[src/mmu_cfg_pkg.sv]
`default_nettype none

// sizes shared by both TLBs and the miss arbiter
package mmu_cfg_pkg;

  // virtual page number bits looked up in the TLBs
  localparam int vtag_width = 20;

  // physical page number bits held in each entry
  localparam int ptag_width = 24;

  // entries per TLB
  localparam int itlb_els = 8;
  localparam int dtlb_els = 8;

  // passthrough pads the vtag up to the ptag width
  localparam int ptag_pad_width = ptag_width - vtag_width;

endpackage

`default_nettype wire
[src/mmu_types_pkg.sv]
`default_nettype none

package mmu_types_pkg;
  import mmu_cfg_pkg::*;

  // instruction side leaf, execute permission only
  typedef struct packed {
    logic [ptag_width-1:0] ptag;
    logic                  x;
  } itlb_entry_s;

  // data side leaf
  typedef struct packed {
    logic [ptag_width-1:0] ptag;
    logic                  r;
    logic                  w;
  } dtlb_entry_s;

  // leaf as returned by the page walker
  typedef struct packed {
    logic [ptag_width-1:0] ptag;
    logic                  r;
    logic                  w;
    logic                  x;
  } fill_pte_s;

  // one TLB access, w set means write of entry
  typedef struct packed {
    logic                  v;
    logic                  w;
    logic [vtag_width-1:0] vtag;
  } tlb_req_s;

endpackage

`default_nettype wire

[src/mmu_top.sv]
`timescale 1ns/1ns
`default_nettype none

module mmu_top (
  input  wire                                clk_i,
  input  wire                                reset_i,
  input  wire                                translation_en_i,
  input  wire                                flush_i,
  input  mmu_types_pkg::tlb_req_s            ifetch_req_i,
  input  mmu_types_pkg::tlb_req_s            dmem_req_i,
  input  wire                                fill_v_i,
  input  mmu_types_pkg::fill_pte_s           fill_pte_i,
  output logic                               i_v_o,
  output logic                               i_miss_v_o,
  output mmu_types_pkg::itlb_entry_s         i_entry_o,
  output logic                               d_v_o,
  output logic                               d_miss_v_o,
  output mmu_types_pkg::dtlb_entry_s         d_entry_o,
  output logic                               fill_req_v_o,
  output logic [mmu_cfg_pkg::vtag_width-1:0] fill_req_vtag_o
);
  import mmu_cfg_pkg::*;
  import mmu_types_pkg::*;

  tlb_req_s              i_req, d_req;
  itlb_entry_s           i_fill_entry;
  dtlb_entry_s           d_fill_entry;
  logic [vtag_width-1:0] i_vtag, d_vtag;

  tlb #(
    .els_p   (itlb_els),
    .entry_t (itlb_entry_s)
  ) itlb_u (
    .clk_i            (clk_i),
    .reset_i          (reset_i),
    .flush_i          (flush_i),
    .translation_en_i (translation_en_i),
    .req_i            (i_req),
    .entry_i          (i_fill_entry),
    .v_o              (i_v_o),
    .miss_v_o         (i_miss_v_o),
    .vtag_o           (i_vtag),
    .entry_o          (i_entry_o)
  );

  tlb #(
    .els_p   (dtlb_els),
    .entry_t (dtlb_entry_s)
  ) dtlb_u (
    .clk_i            (clk_i),
    .reset_i          (reset_i),
    .flush_i          (flush_i),
    .translation_en_i (translation_en_i),
    .req_i            (d_req),
    .entry_i          (d_fill_entry),
    .v_o              (d_v_o),
    .miss_v_o         (d_miss_v_o),
    .vtag_o           (d_vtag),
    .entry_o          (d_entry_o)
  );

  // one walker port shared by both sides
  tlb_miss_arbiter arb_u (
    .clk_i           (clk_i),
    .reset_i         (reset_i),
    .flush_i         (flush_i),
    .i_miss_v_i      (i_miss_v_o),
    .d_miss_v_i      (d_miss_v_o),
    .i_vtag_i        (i_vtag),
    .d_vtag_i        (d_vtag),
    .ifetch_req_i    (ifetch_req_i),
    .dmem_req_i      (dmem_req_i),
    .fill_v_i        (fill_v_i),
    .fill_pte_i      (fill_pte_i),
    .i_req_o         (i_req),
    .d_req_o         (d_req),
    .i_fill_entry_o  (i_fill_entry),
    .d_fill_entry_o  (d_fill_entry),
    .fill_req_v_o    (fill_req_v_o),
    .fill_req_vtag_o (fill_req_vtag_o)
  );

endmodule

`default_nettype wire

[src/tlb_miss_arbiter.sv]
`timescale 1ns/1ns
`default_nettype none

module tlb_miss_arbiter (
  input  wire                                clk_i,
  input  wire                                reset_i,
  input  wire                                flush_i,
  input  wire                                i_miss_v_i,
  input  wire                                d_miss_v_i,
  input  wire  [mmu_cfg_pkg::vtag_width-1:0] i_vtag_i,
  input  wire  [mmu_cfg_pkg::vtag_width-1:0] d_vtag_i,
  input  mmu_types_pkg::tlb_req_s            ifetch_req_i,
  input  mmu_types_pkg::tlb_req_s            dmem_req_i,
  input  wire                                fill_v_i,
  input  mmu_types_pkg::fill_pte_s           fill_pte_i,
  output mmu_types_pkg::tlb_req_s            i_req_o,
  output mmu_types_pkg::tlb_req_s            d_req_o,
  output mmu_types_pkg::itlb_entry_s         i_fill_entry_o,
  output mmu_types_pkg::dtlb_entry_s         d_fill_entry_o,
  output logic                               fill_req_v_o,
  output logic [mmu_cfg_pkg::vtag_width-1:0] fill_req_vtag_o
);
  import mmu_cfg_pkg::*;
  import mmu_types_pkg::*;

  logic                  i_pend_r, d_pend_r;
  logic [vtag_width-1:0] i_tag_r, d_tag_r;
  logic                  busy_r, serve_d_r, sel_d, fill_hit;
  logic                  fill_v_r, fill_d_r;
  logic [vtag_width-1:0] fill_vtag_r;
  fill_pte_s             fill_pte_r;

  // instruction side first, then stick with it until filled
  assign sel_d           = busy_r ? serve_d_r : ~i_pend_r;
  assign fill_req_v_o    = (i_pend_r | d_pend_r) & ~fill_v_r; // quiet in the write cycle
  assign fill_req_vtag_o = sel_d ? d_tag_r : i_tag_r;
  assign fill_hit        = fill_v_i & fill_req_v_o;

  always_ff @(posedge clk_i) begin
    if (reset_i || flush_i) begin
      i_pend_r <= 1'b0;
      d_pend_r <= 1'b0;
      busy_r   <= 1'b0;
    end else begin
      if (fill_hit && !sel_d)
        i_pend_r <= 1'b0;
      else if (i_miss_v_i)
        i_pend_r <= 1'b1;
      if (fill_hit && sel_d)
        d_pend_r <= 1'b0;
      else if (d_miss_v_i)
        d_pend_r <= 1'b1;
      busy_r <= fill_req_v_o & ~fill_v_i;
    end
  end

  always_ff @(posedge clk_i) begin
    if (reset_i) begin
      serve_d_r <= 1'b0;
      fill_v_r  <= 1'b0;
    end else begin
      serve_d_r <= sel_d;
      fill_v_r  <= fill_hit;
    end
  end

  // later misses on a pending side are dropped
  always_ff @(posedge clk_i) begin
    if (i_miss_v_i && !i_pend_r)
      i_tag_r <= i_vtag_i;
    if (d_miss_v_i && !d_pend_r)
      d_tag_r <= d_vtag_i;
    if (fill_hit) begin
      fill_d_r    <= sel_d;
      fill_vtag_r <= fill_req_vtag_o;
      fill_pte_r  <= fill_pte_i;
    end
  end

  assign i_fill_entry_o = '{ptag: fill_pte_r.ptag, x: fill_pte_r.x};
  assign d_fill_entry_o = '{ptag: fill_pte_r.ptag, r: fill_pte_r.r, w: fill_pte_r.w};

  always_comb begin
    i_req_o = ifetch_req_i;
    d_req_o = dmem_req_i;
    if (fill_v_r) begin
      if (fill_d_r)
        d_req_o = '{v: 1'b1, w: 1'b1, vtag: fill_vtag_r}; // write wins over lookup
      else
        i_req_o = '{v: 1'b1, w: 1'b1, vtag: fill_vtag_r};
    end
  end

endmodule

`default_nettype wire

[src/tlb.sv]
`timescale 1ns/1ns
`default_nettype none

module tlb #(
  parameter int  els_p   = 8,
  parameter type entry_t = mmu_types_pkg::itlb_entry_s
) (
  input  wire                                clk_i,
  input  wire                                reset_i,
  input  wire                                flush_i,
  input  wire                                translation_en_i,
  input  mmu_types_pkg::tlb_req_s            req_i,
  input  entry_t                             entry_i,
  output logic                               v_o,
  output logic                               miss_v_o,
  output logic [mmu_cfg_pkg::vtag_width-1:0] vtag_o,
  output entry_t                             entry_o
);
  import mmu_cfg_pkg::*;

  logic                  read_v, write_v;
  logic                  r_v_r;
  logic [vtag_width-1:0] vtag_r;
  logic                  bypass, bypass_r;

  entry_t                cam_entry, passthrough_entry;
  logic                  cam_v, held_v_r, hit_v;

  assign read_v  = req_i.v & ~req_i.w;
  assign write_v = req_i.v & req_i.w;

  // same tag read back to back skips the CAM
  assign bypass = read_v & r_v_r & (req_i.vtag == vtag_r);

  always_ff @(posedge clk_i) begin
    if (reset_i) begin
      r_v_r    <= 1'b0;
      bypass_r <= 1'b0;
    end else begin
      r_v_r    <= read_v;
      bypass_r <= bypass;
    end
  end

  always_ff @(posedge clk_i) begin
    vtag_r <= req_i.vtag;
  end

  tlb_cam #(
    .els_p   (els_p),
    .entry_t (entry_t)
  ) cam_u (
    .clk_i    (clk_i),
    .reset_i  (reset_i),
    .w_v_i    (write_v),
    .w_nuke_i (flush_i),
    .w_tag_i  (req_i.vtag),
    .w_data_i (entry_i),
    .r_v_i    (read_v & ~bypass),
    .r_tag_i  (req_i.vtag),
    .r_data_o (cam_entry),
    .r_v_o    (cam_v)
  );

  // hit flag of the last real CAM read for the repeat case
  always_ff @(posedge clk_i) begin
    if (reset_i)
      held_v_r <= 1'b0;
    else if (!bypass_r)
      held_v_r <= cam_v;
  end

  assign hit_v = bypass_r ? held_v_r : cam_v;

  always_comb begin
    passthrough_entry      = '0; // no permissions
    passthrough_entry.ptag = {{ptag_pad_width{1'b0}}, vtag_r};
  end

  assign entry_o  = translation_en_i ? cam_entry : passthrough_entry; // cam data holds over a skipped read
  assign v_o      = translation_en_i ? (r_v_r & hit_v) : r_v_r;
  assign miss_v_o = r_v_r & ~v_o;
  assign vtag_o   = vtag_r;

endmodule

`default_nettype wire

[src/tlb_cam.sv]
`timescale 1ns/1ns
`default_nettype none

module tlb_cam #(
  parameter int  els_p   = 8,
  parameter type entry_t = mmu_types_pkg::itlb_entry_s
) (
  input  wire                               clk_i,
  input  wire                               reset_i,
  input  wire                               w_v_i,
  input  wire                               w_nuke_i,
  input  wire  [mmu_cfg_pkg::vtag_width-1:0] w_tag_i,
  input  entry_t                            w_data_i,
  input  wire                               r_v_i,
  input  wire  [mmu_cfg_pkg::vtag_width-1:0] r_tag_i,
  output entry_t                            r_data_o,
  output logic                              r_v_o
);
  import mmu_cfg_pkg::*;

  localparam int lg_els_lp = (els_p > 1) ? $clog2(els_p) : 1;

  logic   [els_p-1:0]      valid_r;
  logic   [vtag_width-1:0] tag_r [els_p];
  entry_t                  data_r [els_p];
  logic   [lg_els_lp-1:0]  victim_r;

  logic                    r_hit, w_hit;
  logic   [lg_els_lp-1:0]  r_idx, w_match_idx, w_idx;

  // fully associative match over the valid entries
  function automatic logic match(input logic [vtag_width-1:0] tag,
                                 output logic [lg_els_lp-1:0] idx);
    logic found;
    found = 1'b0;
    idx   = '0;
    for (int i = 0; i < els_p; i++) begin
      if (valid_r[i] && (tag_r[i] == tag)) begin
        found = 1'b1;
        idx   = lg_els_lp'(i);
      end
    end
    return found;
  endfunction

  always_comb begin
    r_hit = match(r_tag_i, r_idx);
    w_hit = match(w_tag_i, w_match_idx);
    w_idx = w_hit ? w_match_idx : victim_r; // update in place if present
  end

  always_ff @(posedge clk_i) begin
    if (reset_i) begin
      valid_r  <= '0;
      victim_r <= '0;
    end else if (w_nuke_i) begin
      valid_r  <= '0;
    end else if (w_v_i) begin
      valid_r[w_idx] <= 1'b1;
      if (!w_hit)
        victim_r <= (victim_r == lg_els_lp'(els_p - 1)) ? '0 : victim_r + 1'b1;
    end
  end

  always_ff @(posedge clk_i) begin
    if (w_v_i && !w_nuke_i) begin
      tag_r[w_idx]  <= w_tag_i;
      data_r[w_idx] <= w_data_i;
    end
  end

  // registered read, data holds when idle
  always_ff @(posedge clk_i) begin
    if (reset_i)
      r_v_o <= 1'b0;
    else
      r_v_o <= r_v_i & r_hit;
  end

  always_ff @(posedge clk_i) begin
    if (r_v_i)
      r_data_o <= data_r[r_idx];
  end

endmodule

`default_nettype wire

[config.mk]
export PLATFORM = sky130hd
export DESIGN_NAME = mmu_top
export DESIGN_NICKNAME = d
export VERILOG_FILES = /design/src/mmu_cfg_pkg.sv /design/src/mmu_types_pkg.sv /design/src/mmu_top.sv /design/src/tlb_miss_arbiter.sv /design/src/tlb.sv /design/src/tlb_cam.sv
export SDC_FILE = /design/constraint.sdc
export NUM_CORES = 2
export LEC_CHECK = 0
export BUFFER_PORTS_ARGS = -buffer_cell sky130_fd_sc_hd__buf_2
export CAP_MARGIN = 40
export CORE_ASPECT_RATIO = 0.9
export CORE_UTILIZATION = 50
export DETAILED_ROUTE_END_ITERATION = 8
export PLACE_DENSITY = 0.69
export REMOVE_ABC_BUFFERS = 1
export SYNTH_ARGS = -nofsm -noshare
export SYNTH_HDL_FRONTEND = slang
export SYNTH_SLANG_ARGS = --single-unit
[constraint.sdc]
create_clock -name clk_i -period 8 [get_ports clk_i]
set_input_delay 0.4 -clock clk_i [delete_from_list [all_inputs] [get_ports clk_i]]
set_output_delay 0.4 -clock clk_i [all_outputs]
set_load 0.1 [all_outputs]
==> summary.md <==
| Metric | Value |
|---|---|
| Status | `completed` |
| Layout cell share with drive strength beyond 1 | `18.3%` |
| Max-cap violations | `0` |
| GP Congestion | `1.06` |
| R2R Path End | `itlb_u.cam_u.data_r[5][8]` |
| Final Cycle Share | `80.4%` |
| Post-Synthesis Cells | `3,128` |
| RSZ-0062 raised after global routing | `false` |
| CTS Buffer Depth | `3` |
| Main synth FF type | `edfxtp_1` |
| Worst skew pair latency | `0.70 ns` |
| Worst Hold Depth | `2` |
| Seq/Total Area, Yosys | `64.2%` |
| Reg2Reg Launch Point | `arb_u.fill_d_r` |
| Sequential share of power | `51.4%` |
| Hold Crit Start | `reset_i` |
| Vias in the first global route | `29.1k` |
| CTS-repair resized insts | `0` |
| Worst-Margin Slew | `0.955 ns` |
| Cell area power density | `218 nW/um^2` |
| Tot Pwr | `10.6 mW` |
| Number of CTS-inserted buffers | `96` |
| CTS Root Cell | `clkbuf_16` |
| CP arrival | `6.81 ns` |
| Clock share of power | `42.2%` |
| Critical path required time | `8.38 ns` |
| Worst path bufs/invs | `5` |
| # clock sinks | `942` |
| Row count | `101` |
| VDD IR max | `0.216 mV` |
| Ports | `152` |
| Iteration-0 DRC Markers | `4,731` |
| Crit path time final | `6.43 ns` |
| Hold Crit Class | `input pin to flip-flop` |
| Most frequent CP cell | `buf_4` |
| Dpl ws | `1.72 ns` |
| Crit Path Class | `flip-flop to flip-flop` |
| Worst-path cell chain | `buf_4 -> nand2b_4 -> mux2i_1 -> inv_1 -> o22ai_1 -> nor4_1 -> nand4_1 -> o32ai_4 -> buf_4 -> or2_2 -> buf_4 -> o21bai_1 -> nand2_1 -> nor2_4 -> buf_12` |
| First-pass GRT wire length | `225,000 um` |
| Max Freq | `155 MHz` |
| Ys Warns | `0` |
| Die Height | `280 um` |
| Max incr delay on CP | `0.72 ns` |
| Die area | `86,900 um^2` |
| Final net count | `3,412` |
| Final cell count without fillers | `4,542` |
| Total core area | `84,700 um^2` |
| Worst-path fanout max | `43` |
| Syn avg cell area | `13.7 um^2` |
| Largest net degree at the start of global routing | `52` |
| Dpl hpwl | `110,000 um` |
| Hold endpoint | `dtlb_u.cam_u.victim_r[1]` |
| Type of origin of the critical path | `flip-flop` |
| Asr flop ratio synth | `0%` |
| Worst clock skew | `0.0534 ns` |
| WL per Instance | `35.6 um` |
| Top-area cell type share of the netlist area | `60.7%` |
| Leak | `16.9 nW` |
| Area Growth Syn to Fin | `13.6%` |
| CP max-delay cell | `nor2_4` |
| Overflow after GRT | `0` |
| Most frequent cells in the layout | `edfxtp_1, xnor2_1, buf_2` |
| Final setup vio count | `0` |
| Synth Cell Area | `42,900 um^2` |
| Netlist cell types | `96` |
| Via count | `30.2k` |
| H-tree depth | `3` |
| Final WL | `162,000 um` |
| Vias/cell | `6.65` |
| Fillers | `6,761` |
| Final count of hold timing violations | `0` |
| Worst setup EP type | `flip-flop` |
| Psw | `2.56 mW` |
| Setup bufs post-CTS | `0` |
| Seq cells post-synth | `942` |
| Top cells by area, synth | `edfxtp_1, xnor2_1, dfxtp_1` |
| Number of synthesized flops with an enable pin | `867` |
| Initial Util | `50.6%` |
| Setup ws final | `1.57 ns` |
| Combinational cell fraction of total power | `6.4%` |
| Antenna violations before repair | `14` |
| Antenna viol nets, final | `0` |
| FF-to-FF path depth | `15` |
| Commonest non-fill, non-tap cell in the layout | `edfxtp_1` |
| Final Max Slew Viols | `0` |
| R2R Setup Slk | `1.57 ns` |
| Port Buf Inserts | `151` |
| Pre-Repair DR Iteration Count | `6` |
| DR DRC count | `0` |
| CTS tree | `done` |
| Net Sw Frac | `24.1%` |
| Synth area leader | `edfxtp_1` |
| Placed insts | `4,339` |
| DIE WIDTH | `311 um` |
| Cell family with most CP delay | `simple AND/OR/NAND/NOR gates` |
| Tot GR Track Use | `36.9%` |
| Clock slew at reported path FFs | `0.06 ns` |
| Max transition margin | `35.8%` |
| Int Pwr | `8.04 mW` |
[power by group through the flow]
stage                     logic [mW]  clock network (mW)  registers (mW)
after global placement         0.645                   0            5.55
after CTS                      0.658                4.50            5.45
after detailed placement       0.645                   0            5.55
final                          0.677                4.48            5.45
after floorplan                0.374                   0            5.52
after global routing           0.689                4.66            5.45
[cells by family (layout without fill, tap and decap cells)]
kind of cell             Yosys count  count (layout)  synth area share [%]
flip-flops                       942             942                  64.2
AND/OR/NAND/NOR                  720             720                  9.97
AO/OA/AOI/OAI                    640             640                  11.3
buffers and inverters            325             605                  3.27
XOR/XNOR                         300             300                  6.13
multiplexers                     197             197                  5.01
adder cells (fa/ha/maj)            4               4                 0.117
other                              0               1                     0
[final cells by class]
class | count | area (um^2) | area share (%)
sequential | 942 | 27500 | 56.6
multi-input combinational | 1861 | 14100 | 29.0
clock buffer | 123 | 2570 | 5.29
timing repair buffer | 283 | 1940 | 3.99
tap | 1133 | 1420 | 2.91
inverter | 148 | 556 | 1.14
clock inverter | 51 | 520 | 1.07
antenna | 1 | 2.50 | 0.00514
[stage by stage]
step | TNS, ns | hold WS [ns] | utilization (%) | cell area [um^2]
after floorplan | -846.68 | 0.419 | - | 42000
after detailed placement | 0 | 0.481 | 53.5 | 45300
final | 0 | 0.128 | 57.5 | 48700
after global routing | 0 | 0.143 | 57.5 | 48700
after global placement | 0 | 0.480 | 53.4 | 45200
after CTS | 0 | 0.0997 | 57.5 | 48700
[cells in the mapped netlist, types with 12 or more instances]
library cell,n
nor4b_1,12
clkbuf_1,96
nand2b_1,48
o21ai_0,94
edfxtp_1,867
buf_1,12
or4_1,23
and3_1,49
dfxtp_1,75
a211oi_1,16
a2111oi_0,12
a211o_1,54
o21ai_1,27
o2111ai_1,26
a221oi_1,55
o211ai_1,13
mux2i_1,104
buf_2,48
nor4_1,48
a21oi_1,94
nor2_1,105
o22ai_1,36
nand3_1,47
nor3_1,38
xor2_1,126
and2_1,24
nand3b_1,14
nor3_2,19
a222oi_1,16
nor4b_2,20
nand2_1,123
mux2_2,86
nand4_1,57
nor2b_1,40
o221ai_1,22
inv_1,144
a21bo_2,13
a311oi_1,25
a221oi_2,20
xnor2_1,174
[how the worst max path moves through the flow]
stage,startpoint,endpoint,slack (ns),cells past startpoint
after CTS,arb_u.fill_d_r,itlb_u.cam_u.data_r[5][3],1.74,14
final,arb_u.fill_d_r,itlb_u.cam_u.data_r[5][8],1.57,15
after detailed placement,arb_u.fill_d_r,itlb_u.cam_u.data_r[5][16],1.72,14
after floorplan,arb_u.fill_v_r,dtlb_u.cam_u.data_r[7][0],-2.56,10
after global placement,arb_u.fill_d_r,itlb_u.cam_u.data_r[5][21],1.94,14
after global routing,arb_u.fill_d_r,itlb_u.cam_u.data_r[5][8],1.37,15
[routing by layer]
metal / share of wire (%) / up-vias / track usage [%] / wire (um)
li1: - / 12500 / - / -
met1: 41 / 15200 / 52.8 / 66800
met2: 43 / 2123 / 55.1 / 69900
met3: 11 / 350 / 8.27 / 18600
met4: 4.0 / 2 / 13.2 / 6470
met5: 0.012 / - / 0 / 20
[what timing repair did]
action,CTS,global route
endpoints found under the hold margin,28,0
hold buffers,28,0
endpoints found under the setup margin,0,0
[flip-flops by register name, indices dropped and copies added, names as in the netlist, 3 cells and up]
name / cells
dtlb_u.cam_u.data_r: 208
itlb_u.cam_u.data_r: 200
dtlb_u.cam_u.tag_r: 160
itlb_u.cam_u.tag_r: 160
arb_u.d_fill_entry_o: 26
dtlb_u.cam_u.r_data_o: 26
itlb_u.cam_u.r_data_o: 25
arb_u.d_tag_r: 20
arb_u.fill_vtag_r: 20
arb_u.i_tag_r: 20
dtlb_u.vtag_o: 20
itlb_u.vtag_o: 20
dtlb_u.cam_u.valid_r: 8
itlb_u.cam_u.valid_r: 8
dtlb_u.cam_u.victim_r: 3
itlb_u.cam_u.victim_r: 3
Note: power is estimated with default switching activity, not from simulation.
